<file path="config.mk">
export PLATFORM = sky130hd
export DESIGN_NAME = completion_top
export DESIGN_NICKNAME = d
export VERILOG_FILES = /design/src/logic/afu_pkg.sv /design/src/logic/completion_if.sv /design/src/logic/completion_top.sv /design/src/logic/compute_unit.sv /design/src/logic/done_control.sv /design/src/logic/host_mmio.sv /design/src/logic/response_stats.sv
export VERILOG_INCLUDE_DIRS = /design/src /design/src/logic
export SDC_FILE = /design/constraint.sdc
export NUM_CORES = 1
export LEC_CHECK = 0
export BUFFER_PORTS_ARGS = -buffer_cell sky130_fd_sc_hd__buf_2
export CAP_MARGIN = 10
export CORE_ASPECT_RATIO = 0.5
export CORE_MARGIN = 2
export CORE_UTILIZATION = 55
export DETAILED_ROUTE_END_ITERATION = 6
export MAX_ROUTING_LAYER = met4
export PLACE_DENSITY_LB_ADDON = 0.08
export SYNTH_ARGS = -nofsm -noshare
export SYNTH_HDL_FRONTEND = slang
export SYNTH_SLANG_ARGS = --single-unit
export TNS_END_PERCENT = 20
</file>
<file path="constraint.sdc">
create_clock -name clock -period 1.5 [get_ports clock]
set_input_delay 0.3 -clock clock [delete_from_list [all_inputs] [get_ports clock]]
set_output_delay 0.3 -clock clock [all_outputs]
set_load 0.02 [all_outputs]
</file>
<file path="src/logic/afu_defs.svh">
/*
	Width macros for the completion path
	Response data word, job result, statistics counter, job beat count
*/
`default_nettype none

`ifndef AFU_DEFS_SVH
`define AFU_DEFS_SVH

// One response data word
`define AFU_DATA_W 32
// Accumulated job result
`define AFU_RESULT_W 64
// Each statistics counter
`define AFU_COUNT_W 16
// Job length in OKAY beats
`define AFU_LEN_W 16

`endif

`default_nettype wire

</file>
<file path="src/logic/afu_pkg.sv">
/*
	Shared types of the completion path
	Done FSM state encoding
	Response kind carried with each beat
	Statistics record handed from the counters to the host
*/
`include "afu_defs.svh"

`default_nettype none

package afu_pkg;

	// Done FSM states
	// RESET_REQ drops reset_done for one cycle
	// RESET_PENDING waits for the soft reset to end
	typedef enum logic [2:0] {
		DONE_RESET,
		DONE_IDLE,
		DONE_RESET_REQ,
		DONE_RESET_PENDING,
		DONE_MMIO_REQ
	} done_state;

	// Kind of a response beat
	typedef enum logic [1:0] {
		RESP_OKAY  = 2'd0,
		RESP_RETRY = 2'd1,
		RESP_ERROR = 2'd2
	} resp_kind;

	// Per-kind beat counts, okay_count in the top bits
	typedef struct packed {
		logic [`AFU_COUNT_W-1:0] okay_count;
		logic [`AFU_COUNT_W-1:0] retry_count;
		logic [`AFU_COUNT_W-1:0] error_count;
	} response_stats_t;

endpackage

`default_nettype wire

</file>
<file path="src/logic/completion_if.sv">
/*
	Report channel from the done controller to the host register block
	Result word and statistics qualified by a valid level
	Acknowledge level returned by the host side
*/
`include "afu_defs.svh"

`default_nettype none

interface completion_if;

	// High while a loaded report is presented
	logic                      return_valid;
	// Latched job result
	logic [`AFU_RESULT_W-1:0]  return_word;
	// Latched beat counts
	afu_pkg::response_stats_t  stats;
	// High from the host read until return_valid falls
	logic                      return_ack;

	// Done controller side
	modport report (
		output return_valid,
		output return_word,
		output stats,
		input  return_ack
	);

	// Host register side
	modport host (
		input  return_valid,
		input  return_word,
		input  stats,
		output return_ack
	);

endinterface

`default_nettype wire

</file>
<file path="src/logic/completion_top.sv">
/*
	Completion path top level
	Compute unit, response statistics, done controller, host registers
	joined through one report channel
*/
`include "afu_defs.svh"

`default_nettype none

module completion_top (
	input  logic                     clock,
	input  logic                     rstn,
	input  logic                     soft_rstn,
	input  logic                     enable,
	input  logic                     job_start,
	input  logic [`AFU_LEN_W-1:0]    job_length,
	input  logic                     beat_valid,
	input  afu_pkg::resp_kind        beat_kind,
	input  logic [`AFU_DATA_W-1:0]   beat_data,
	input  logic                     mmio_read,
	output logic                     reset_done,
	output logic                     done_irq,
	output logic [`AFU_RESULT_W-1:0] read_result,
	output afu_pkg::response_stats_t read_stats
);

	logic                     cu_done;
	logic [`AFU_RESULT_W-1:0] cu_return;
	afu_pkg::response_stats_t stats;

	// Done controller to host registers
	completion_if report_bus ();

	response_stats i_response_stats (
		.clock      (clock),
		.rstn       (rstn),
		.soft_rstn  (soft_rstn),
		.beat_valid (beat_valid),
		.beat_kind  (beat_kind),
		.stats      (stats)
	);

	compute_unit i_compute_unit (
		.clock      (clock),
		.rstn       (rstn),
		.soft_rstn  (soft_rstn),
		.job_start  (job_start),
		.job_length (job_length),
		.beat_valid (beat_valid),
		.beat_kind  (beat_kind),
		.beat_data  (beat_data),
		.cu_done    (cu_done),
		.cu_return  (cu_return)
	);

	done_control i_done_control (
		.clock      (clock),
		.rstn       (rstn),
		.soft_rstn  (soft_rstn),
		.enable     (enable),
		.cu_done    (cu_done),
		.cu_return  (cu_return),
		.stats      (stats),
		.reset_done (reset_done),
		.report     (report_bus)
	);

	host_mmio i_host_mmio (
		.clock       (clock),
		.rstn        (rstn),
		.mmio_read   (mmio_read),
		.done_irq    (done_irq),
		.read_result (read_result),
		.read_stats  (read_stats),
		.report      (report_bus)
	);

endmodule

`default_nettype wire

</file>
<file path="src/logic/compute_unit.sv">
/*
	Compute unit
	Takes a job length, sums the data of OKAY beats
	Pulses cu_done one cycle after the last OKAY beat
*/
`include "afu_defs.svh"

`default_nettype none

module compute_unit (
	input  logic                     clock,
	input  logic                     rstn,
	input  logic                     soft_rstn,
	input  logic                     job_start,
	input  logic [`AFU_LEN_W-1:0]    job_length,
	input  logic                     beat_valid,
	input  afu_pkg::resp_kind        beat_kind,
	input  logic [`AFU_DATA_W-1:0]   beat_data,
	output logic                     cu_done,
	output logic [`AFU_RESULT_W-1:0] cu_return
);

	logic                  busy;
	logic [`AFU_LEN_W-1:0] target_len;
	logic [`AFU_LEN_W-1:0] beat_count;
	logic [`AFU_LEN_W-1:0] next_count;
	logic                  okay_beat;

	// Only OKAY beats of a running job count
	assign okay_beat  = busy && beat_valid && (beat_kind == afu_pkg::RESP_OKAY);
	assign next_count = beat_count + 1'b1;

	////////////////////////////////////////////////////////////
	// Job control
	////////////////////////////////////////////////////////////

	always_ff @(posedge clock or negedge rstn) begin
		if (!rstn) begin
			busy       <= 1'b0;
			target_len <= '0;
			beat_count <= '0;
			cu_done    <= 1'b0;
		end else if (!soft_rstn) begin
			busy       <= 1'b0;
			target_len <= '0;
			beat_count <= '0;
			cu_done    <= 1'b0;
		end else begin
			// Done is a single-cycle pulse
			cu_done <= 1'b0;
			if (job_start) begin
				target_len <= job_length;
				beat_count <= '0;
				// Zero-length job never runs
				busy       <= (job_length != '0);
			end else if (okay_beat) begin
				beat_count <= next_count;
				if (next_count == target_len) begin
					busy    <= 1'b0;
					cu_done <= 1'b1;
				end
			end
		end
	end

	// Running sum, held after the job for the done controller
	always_ff @(posedge clock) begin
		if (!soft_rstn || job_start) begin
			cu_return <= '0;
		end else if (okay_beat) begin
			cu_return <= cu_return + {{(`AFU_RESULT_W-`AFU_DATA_W){1'b0}}, beat_data};
		end
	end

	// Beats past the target never reach the count
	a_count_in_range: assert property (
		@(posedge clock) disable iff (!rstn)
		beat_count <= target_len
	) else $error("compute_unit beat count %0d above target %0d", beat_count, target_len);

endmodule

`default_nettype wire

</file>
<file path="src/logic/done_control.sv">
/*
	Done controller
	Reset synchronizer, soft reset edge detect and enable gate
	Done FSM that latches the job report, requests a soft reset
	and presents the report to the host register block
*/
`include "afu_defs.svh"

`default_nettype none

module done_control (
	input  logic                     clock,
	input  logic                     rstn,
	input  logic                     soft_rstn,
	input  logic                     enable,
	input  logic                     cu_done,
	input  logic [`AFU_RESULT_W-1:0] cu_return,
	input  afu_pkg::response_stats_t stats,
	output logic                     reset_done,
	completion_if.report             report
);

	logic                     sync_rstn;
	logic                     soft_meta;
	logic                     soft_sync;
	logic                     soft_rise;
	logic                     enabled;
	logic                     done_pending;
	logic                     done_flag;
	afu_pkg::done_state       current_state;
	afu_pkg::done_state       next_state;
	logic [`AFU_RESULT_W-1:0] result_latched;
	afu_pkg::response_stats_t stats_latched;

	// Reset release delayed one cycle
	always_ff @(posedge clock or negedge rstn) begin
		if (!rstn) begin
			sync_rstn <= 1'b0;
		end else begin
			sync_rstn <= 1'b1;
		end
	end

	////////////////////////////////////////////////////////////
	// Soft reset edge detect and enable gate
	////////////////////////////////////////////////////////////

	always_ff @(posedge clock or negedge sync_rstn) begin
		if (!sync_rstn) begin
			// Start high so a released soft reset is no edge
			soft_meta <= 1'b1;
			soft_sync <= 1'b1;
			soft_rise <= 1'b0;
			enabled   <= 1'b0;
		end else begin
			soft_meta <= soft_rstn;
			soft_sync <= soft_meta;
			soft_rise <= soft_meta && !soft_sync;
			enabled   <= enable;
		end
	end

	// Done pulse kept while the FSM is frozen in IDLE
	always_ff @(posedge clock or negedge sync_rstn) begin
		if (!sync_rstn) begin
			done_pending <= 1'b0;
		end else begin
			done_pending <= (current_state == afu_pkg::DONE_IDLE) && !enabled && done_flag;
		end
	end

	assign done_flag = cu_done || done_pending;

	////////////////////////////////////////////////////////////
	// Done FSM
	////////////////////////////////////////////////////////////

	always_ff @(posedge clock or negedge sync_rstn) begin
		if (!sync_rstn) begin
			current_state <= afu_pkg::DONE_RESET;
		end else if (enabled) begin
			current_state <= next_state;
		end
	end

	always_comb begin
		next_state = current_state;
		case (current_state)
			afu_pkg::DONE_RESET: next_state = afu_pkg::DONE_IDLE;
			afu_pkg::DONE_IDLE: begin
				if (done_flag) begin
					next_state = afu_pkg::DONE_RESET_REQ;
				end
			end
			afu_pkg::DONE_RESET_REQ: next_state = afu_pkg::DONE_RESET_PENDING;
			afu_pkg::DONE_RESET_PENDING: begin
				if (soft_rise) begin
					next_state = afu_pkg::DONE_MMIO_REQ;
				end
			end
			afu_pkg::DONE_MMIO_REQ: begin
				if (report.return_ack) begin
					next_state = afu_pkg::DONE_IDLE;
				end
			end
			default: next_state = afu_pkg::DONE_RESET;
		endcase
	end

	// Handshake levels, frozen with the state
	always_ff @(posedge clock or negedge sync_rstn) begin
		if (!sync_rstn) begin
			reset_done          <= 1'b1;
			report.return_valid <= 1'b0;
		end else if (enabled) begin
			case (current_state)
				afu_pkg::DONE_RESET_REQ: begin
					// One cycle low asks the host for a soft reset
					reset_done          <= 1'b0;
					report.return_valid <= 1'b0;
				end
				afu_pkg::DONE_MMIO_REQ: begin
					reset_done          <= 1'b1;
					report.return_valid <= !report.return_ack;
				end
				default: begin
					reset_done          <= 1'b1;
					report.return_valid <= 1'b0;
				end
			endcase
		end
	end

	// Report payload
	always_ff @(posedge clock) begin
		if (current_state == afu_pkg::DONE_IDLE) begin
			// Track results until a done is seen, even when frozen
			if (!done_pending) begin
				result_latched <= cu_return;
				stats_latched  <= stats;
			end
		end else if (enabled) begin
			case (current_state)
				afu_pkg::DONE_RESET: begin
					result_latched     <= '0;
					stats_latched      <= '0;
					report.return_word <= '0;
					report.stats       <= '0;
				end
				afu_pkg::DONE_MMIO_REQ: begin
					report.return_word <= result_latched;
					report.stats       <= stats_latched;
				end
				default: begin
					report.return_word <= report.return_word;
				end
			endcase
		end
	end

	// Host acknowledge only answers a presented report
	a_ack_in_mmio_req: assert property (
		@(posedge clock) disable iff (!sync_rstn)
		report.return_ack |-> (current_state == afu_pkg::DONE_MMIO_REQ)
	) else $error("return_ack high in state %s", current_state.name());

endmodule

`default_nettype wire

</file>
<file path="src/logic/host_mmio.sv">
/*
	Host register block
	Captures a presented report and raises done_irq
	A host read clears the interrupt and acknowledges the report
*/
`include "afu_defs.svh"

`default_nettype none

module host_mmio (
	input  logic                     clock,
	input  logic                     rstn,
	input  logic                     mmio_read,
	output logic                     done_irq,
	output logic [`AFU_RESULT_W-1:0] read_result,
	output afu_pkg::response_stats_t read_stats,
	completion_if.host               report
);

	logic valid_q;
	logic ack_pending;
	logic capture;

	// New report on the rising edge of return_valid
	assign capture = report.return_valid && !valid_q;

	// Ack drops together with return_valid
	assign report.return_ack = ack_pending && report.return_valid;

	////////////////////////////////////////////////////////////
	// Interrupt and acknowledge
	////////////////////////////////////////////////////////////

	always_ff @(posedge clock or negedge rstn) begin
		if (!rstn) begin
			valid_q     <= 1'b0;
			done_irq    <= 1'b0;
			ack_pending <= 1'b0;
		end else begin
			valid_q <= report.return_valid;
			if (capture) begin
				done_irq <= 1'b1;
			end else if (mmio_read && done_irq) begin
				done_irq    <= 1'b0;
				ack_pending <= 1'b1;
			end
			// Report withdrawn, acknowledge complete
			if (!report.return_valid) begin
				ack_pending <= 1'b0;
			end
		end
	end

	// Host-visible copy
	always_ff @(posedge clock) begin
		if (capture) begin
			read_result <= report.return_word;
			read_stats  <= report.stats;
		end
	end

	// Next report only after the previous one was read
	a_no_capture_over_irq: assert property (
		@(posedge clock) disable iff (!rstn)
		capture |-> !done_irq
	) else $error("host_mmio report captured over an unread interrupt");

endmodule

`default_nettype wire

</file>
<file path="src/logic/response_stats.sv">
/*
	Response beat statistics
	One saturating counter per beat kind
	Cleared by reset and held clear during a soft reset
*/
`include "afu_defs.svh"

`default_nettype none

module response_stats (
	input  logic                     clock,
	input  logic                     rstn,
	input  logic                     soft_rstn,
	input  logic                     beat_valid,
	input  afu_pkg::resp_kind        beat_kind,
	output afu_pkg::response_stats_t stats
);

	// Increment that sticks at all ones
	function automatic logic [`AFU_COUNT_W-1:0] sat_inc(
		input logic [`AFU_COUNT_W-1:0] value
	);
		if (&value) begin
			sat_inc = value;
		end else begin
			sat_inc = value + 1'b1;
		end
	endfunction

	////////////////////////////////////////////////////////////
	// Counters
	////////////////////////////////////////////////////////////

	always_ff @(posedge clock or negedge rstn) begin
		if (!rstn) begin
			stats <= '0;
		end else if (!soft_rstn) begin
			// Soft reset holds all counts at zero
			stats <= '0;
		end else if (beat_valid) begin
			case (beat_kind)
				afu_pkg::RESP_OKAY: begin
					stats.okay_count <= sat_inc(stats.okay_count);
				end
				afu_pkg::RESP_RETRY: begin
					stats.retry_count <= sat_inc(stats.retry_count);
				end
				afu_pkg::RESP_ERROR: begin
					stats.error_count <= sat_inc(stats.error_count);
				end
				// Unused encoding, not counted
				default: begin
					stats <= stats;
				end
			endcase
		end
	end

endmodule

`default_nettype wire

</file>
Word level (Yosys, flattened, before mapping) --
Cells that the tools add are included.
Storage, ports and cells: register bits after elaboration 496, input bits 57, output and inout bits 114, word-level logic and storage cells 136
Operators by class: $add $sub $neg 5, eq/ne operators 23, multiplexer cells 42, bitwise operators 1, reduce and logical (&&, ||, !) cells 33
Operators by type and width (count):
- $mux 48 | 6
- $mux 64 | 4
- $mux 16 | 11
- $pmux 64 s2 | 1
- $pmux 48 s2 | 1
- $add 16x1->16 const B | 4
- $add 64x32->64 | 1
- $reduce_and 16->1 | 3
- $ne 2x1->1 const B | 9
- $eq 16x16->1 | 1
- $reduce_bool 16->1 | 1
- $mux 1 | 15
- $pmux 3 s5 | 1
- $reduce_and 3->1 | 5
- $ne 2x2->1 const B | 5
- $mux 3 | 3
- $logic_and 1x1->1 | 8
- $reduce_bool 2->1 | 4
- $eq 3x2->1 const B | 2
- $ne 3x1->1 const B | 2
- $logic_not 1->1 | 5
- $reduce_and 2->1 | 2
- $reduce_and 4->1 | 1
- $eq 3x1->1 const B | 1
- other kinds (7) | 8

Longest topological paths before layout --
depth after elaboration 6, gate-level depth with buffers 13, mapped depth without buffers 12

Modules after synthesis --
From an unflattened synthesis, not the netlist that was laid out.
Second synthesis, totals: cell total of the unflattened synthesis 1730, area total of the unflattened synthesis 21742.1 um^2
Modules (own cells, without submodules):
- done_control | instances 1, cells an instance 516, area an instance 8872.3 um^2, seq. area each 7005.5 um^2
- compute_unit | instances 1, cells an instance 798, area an instance 6676.4 um^2, seq. area each 2132.0 um^2
- host_mmio | instances 1, cells an instance 120, area an instance 3477.1 um^2, seq. area each 3438.3 um^2
- response_stats | instances 1, cells an instance 296, area an instance 2716.4 um^2, seq. area each 1201.2 um^2

Worst setup path before layout --
OpenSTA, ideal clock, no wires.
kind register to register, from register i_done_control.current_state[0], to register i_done_control.result_latched[0] (enable), setup time 1.179 ns, data arrival time 17.997 ns, required time 0.321 ns, slack -17.676 ns, stages on the path, launching flop included 4, buffers on the path 1, period minus slack after synthesis 19.176 ns, cells stage by stage dfrtp_1 -> clkbuf_1 -> nor2_1 -> a2111oi_0
On the way: longest elaborated chain between the ends 3, elaborated cells on any way between the ends 6, those cells by class eq/ne: 2; reduce/logical: 4
Ends and longest elaborated chain:
- start, declared | RTL line done_control.sv:30 | afu_pkg::done_state current_state;
- start signal, assigned | RTL line done_control.sv:80 | current_state <= afu_pkg::DONE_RESET;
- start signal, assigned | RTL line done_control.sv:82 | current_state <= next_state;
- $eq 3x1->1 or $logic_not 3->1 (tied branches) | RTL line done_control.sv:136, done_control.sv:143
- $ne 2x2->1 (no source line) or $reduce_bool 2->1 (tied branches)
- $reduce_and 3->1 (no source line) *
- end signal, assigned | RTL line done_control.sv:139 | result_latched <= cu_return;
- end, declared | RTL line done_control.sv:32 | logic [`AFU_RESULT_W-1:0] result_latched;
Mark *: on every way between the ends. The rest lies on a longest branch, timed or not. A chain may end at the register's enable or synchronous reset.

Final worst setup path --
from register i_compute_unit.cu_return[8], to register i_compute_unit.cu_return[55]
On the way: longest elaborated chain between the ends 1
Ends and longest elaborated chain:
- start, declared | RTL line compute_unit.sv:20 | output logic [`AFU_RESULT_W-1:0] cu_return
- start signal, assigned | RTL line compute_unit.sv:71 | cu_return <= cu_return + {{(`AFU_RESULT_W-`AFU_DATA_W){1'b0}}, beat_data};
- $add 64x32->64 | RTL line compute_unit.sv:71
No other way between the ends.

==> results by group <==
Status
  • Status: finished with violations
  • Failing checks: setup timing

Die
  • Initial Utilization: 56.1%
  • Die Wd: 281 µm
  • IO Count: 171
  • Die Y: approximately 140 µm
  • Die area: 40000 µm²
  • Core footprint: 37600 µm²
  • Cell row count: 50

Power
  • Sw Ratio: 24.5%
  • Post-layout power: 31.5 mW
  • Int Pwr: between 20 and 25 mW
  • Clock group share of total power: 34.8%
  • Pleak: 11.5 nW
  • Flop pwr share: a little over half
  • Power per Cell Area: 1120 nW/µm²
  • Gate power share: 11.7%
  • Peak supply drop: 0.911 mV
  • Switching power: a little under 8 mW

Logic synthesis
  • Synth Area per Inst: 12.7 µm²
  • Sequential element share of the synthesized area: roughly two thirds
  • Synthesized area: 21100 µm²
  • Syn nets: 1755
  • EDFF count, synth: roughly 340
  • Flip-flop and latch count after synthesis: 496
  • Ys async rst share: roughly a fifth
  • Post-synthesis cell count: 1661
  • Post-synth top flop: edfxtp_1
  • Distinct cells, synth: 74
  • Syn. warnings: 0

Timing
  • Fmax: roughly 350 MHz
  • Slew Viols, Final: 0
  • Fin crit share: 190%
  • RSZ-0062 raised after global routing: true
  • Final Worst Setup Slack: -1.35 ns
  • Endpoints failing setup: 273
  • Final hold vios: 0
  • Slew margin rel.: 56.7%
  • Worst slew pin tran: 0.649 ns
  • Clock Skew: 0.0197 ns
  • Final critical path time including I/O delays and setup: 2.85 ns

Final layout
  • Synth-to-Final Area Change: 34.0%
  • Non-Filler Instances: 2755
  • Most common cell after layout, fill and taps aside: buf_4
  • Nets: approximately 2300
  • Leading cell types in the layout, fill and taps excluded: buf_4, edfxtp_1, and2_1, buf_2, nand2_1
  • Final Instance Area: 28200 µm²
  • Layout cells sized above 1: 37.6%

Placement
  • Placed standard-cell area: ~25000 µm²
  • PortBufs: between 150 and 200
  • Post-Place Cells: 2608
  • Detailed Place HPWL: 31300 µm
  • RD Place Congestion: 0.883

Drt
  • Final WL: roughly 47000 µm
  • Drt first pass iters: 5
  • Initial DRC Count: between 800 and 900
  • DR vias: 14400
  • ANT nets after route: 0
  • Vias per Instance: roughly 5.2
  • Average wire per standard cell: 17.1 µm
  • Post-detailed-route DRC marker count: 0

Global route
  • Initial antenna violation count: 4
  • Overall Global Routing Usage: 24.4%
  • Vias in the first global route: around 15000
  • Overflow after GRT: 0
  • Pin count of the biggest net entering global routing: 76
  • Global-route wire length before repair: 75000 µm

Worst setup path
  • Critical R2R Capture: i_compute_unit.cu_return[55]$_SDFFE_PP0P_
  • Worst EP arrival: roughly 3.3 ns
  • Reg2reg path depth: 12
  • Crit path max fanout: 7
  • Critical path endpoint: i_compute_unit.cu_return[55]$_SDFFE_PP0P_
  • FF-to-FF setup slack: -1.35 ns
  • CP Data Required Time: about 1.9 ns
  • Worst setup SP type: flop
  • Setup CP Type: reg -> reg
  • Critical Path Source: i_compute_unit.cu_return[8]$_SDFFE_PP0P_
  • Critical path endpoint category: flop
  • Worst reg2reg path startpoint: i_compute_unit.cu_return[8]$_SDFFE_PP0P_

Clock tree
  • Clock Sinks: 496
  • Worst-path clk slew: 0.07 ns
  • Clock latency on the worst-skew pair: 0.56 ns
  • CTS max path bufs: 3
  • TritonCTS clock tree: done
  • Root buffer cell: clkbuf_16
  • Cts bufs inserted: 44
  • H-tree levels: 2

Run
  • Max Cap Viol: 0

Worst hold path
  • Hold-critical path depth: 3
  • Hold Crit Class: in -> reg
-- state kept, by name (all words and copies together), names as in the netlist, 3 cells and up --
| name | flops |
|---|---|
| i_response_stats.stats | 48 |
| i_done_control.current_state | 3 |
| i_host_mmio.read_result | 64 |
| i_compute_unit.cu_return | 64 |
| i_compute_unit.beat_count | 16 |
| i_host_mmio.read_stats | 48 |
| i_done_control.report.stats | 48 |
| i_compute_unit.target_len | 16 |
| i_done_control.report.return_word | 64 |
| i_done_control.stats_latched | 48 |
| i_done_control.result_latched | 64 |
-- worst max-delay path, cell delays in order, from the launching register on --
cell	delay [ns]
dfxtp_2	0.34
ha_4	0.28
and4_4	0.23
and2_4	0.14
o211ai_1	0.11
a311o_1	0.36
a2111oi_4	0.33
buf_4	0.20
nor2_4	0.07
buf_8	0.18
nor4b_4	0.28
xnor2_1	0.16
nor2_1	0.05
-- how the worst min path moves through the flow --
stage	start	slack [ns]	end
3_3_place_gp	i_done_control.sync_rstn$_DFF_PN0_	0.17	i_done_control.soft_rise$_DFF_PN0_
5_1_grt	mmio_read	0.03	i_host_mmio.done_irq$_DFFE_PN0P_
4_1_cts	mmio_read	0.004	i_host_mmio.done_irq$_DFFE_PN0P_
6_report	mmio_read	0.03	i_host_mmio.done_irq$_DFFE_PN0P_
3_5_place_dp	i_done_control.sync_rstn$_DFF_PN0_	0.17	i_done_control.soft_rise$_DFF_PN0_
2_1_floorplan	rstn	0.004	i_compute_unit.beat_count[0]$_DFFE_PN0P_
-- power by group through the flow --
| stage | clock network, mW | registers, mW | logic, mW |
|---|---|---|---|
| 2_1_floorplan | 0 | 17.1 | 1.44 |
| 6_report | 11.0 | 16.9 | 3.70 |
| 4_1_cts | 11.2 | 16.9 | 3.65 |
| 5_1_grt | 11.7 | 17.0 | 3.99 |
| 3_3_place_gp | 0 | 17.1 | 3.42 |
| 3_5_place_dp | 0 | 17.1 | 3.52 |
-- final cells by class --
| type | instances | area (µm²) |
|---|---|---|
| fillers | 2470 | 9350 |
| clock buffers | 60 | 1200 |
| repair buffers | 564 | 4200 |
| flip-flops and latches | 496 | 13800 |
| multi-input cells | 1074 | 8150 |
| inverters | 19 | 71.3 |
| clock inverters | 20 | 175 |
| diodes | 2 | 5.00 |
| well taps | 520 | 651 |
-- through the flow --
step	setup TNS (ns)	setup slack [ns]	hold slack [ns]	utilization (%)
finish	-87.71	-1.35	0.0314	75.1
CTS	-94.38	-1.41	0.00351	73.7
detailed placement	-134.95	-1.57	0.172	66.5
global route	-114.25	-1.47	0.0279	75.1
floorplan	-985.51	-3.27	0.00441	-
global placement	-126.60	-1.53	0.168	66.5
-- synthesized netlist by cell type (31+ instances only) --
master | count | area (µm²)
nand2_1 | 119 | 447
dfrtp_1 | 93 | 2330
nand3_1 | 56 | 280
ha_1 | 36 | 450
a21oi_1 | 73 | 365
xor2_1 | 41 | 359
dfxtp_1 | 64 | 1280
nor2b_1 | 31 | 194
o21ai_0 | 38 | 190
edfxtp_1 | 336 | 10100
and2_1 | 267 | 1670
clkbuf_1 | 56 | 210
nor2_1 | 82 | 308
xnor2_1 | 83 | 727
-- layer usage --
layer  track usage (%)  wire, µm  up-vias
met5                 -         0        -
met4              6.67      1080        0
li1                  -         -     6960
met3              3.43      1650       85
met2              41.0     23800      262
met1              31.3     20700     7104
-- what timing repair did --
action | CTS | global route
gates resized for setup | 221 | 82
buffers inserted | 34 | 36
setup endpoints to repair | 459 | 479
hold buffers | 2 | 0
pin swaps | 152 | 90
gates cloned | 2 | 0
hold endpoints to repair | 25 | 0
-- cells by family (layout without fill, tap and decap cells) --
| logic type | Yosys count | count (layout) | share of synthesized area (%) |
|---|---|---|---|
| flops | 496 | 496 | 65.4 |
| simple gates | 693 | 693 | 18.3 |
| mux | 21 | 21 | 1.00 |
| xor+xnor | 124 | 124 | 5.15 |
| buf+inv | 91 | 663 | 1.89 |
| compound gates | 198 | 198 | 6.04 |
| fa+ha+maj | 37 | 37 | 2.23 |
| other cells | 1 | 3 | 0.0178 |
Note: power is estimated with default switching activity, not from simulation.
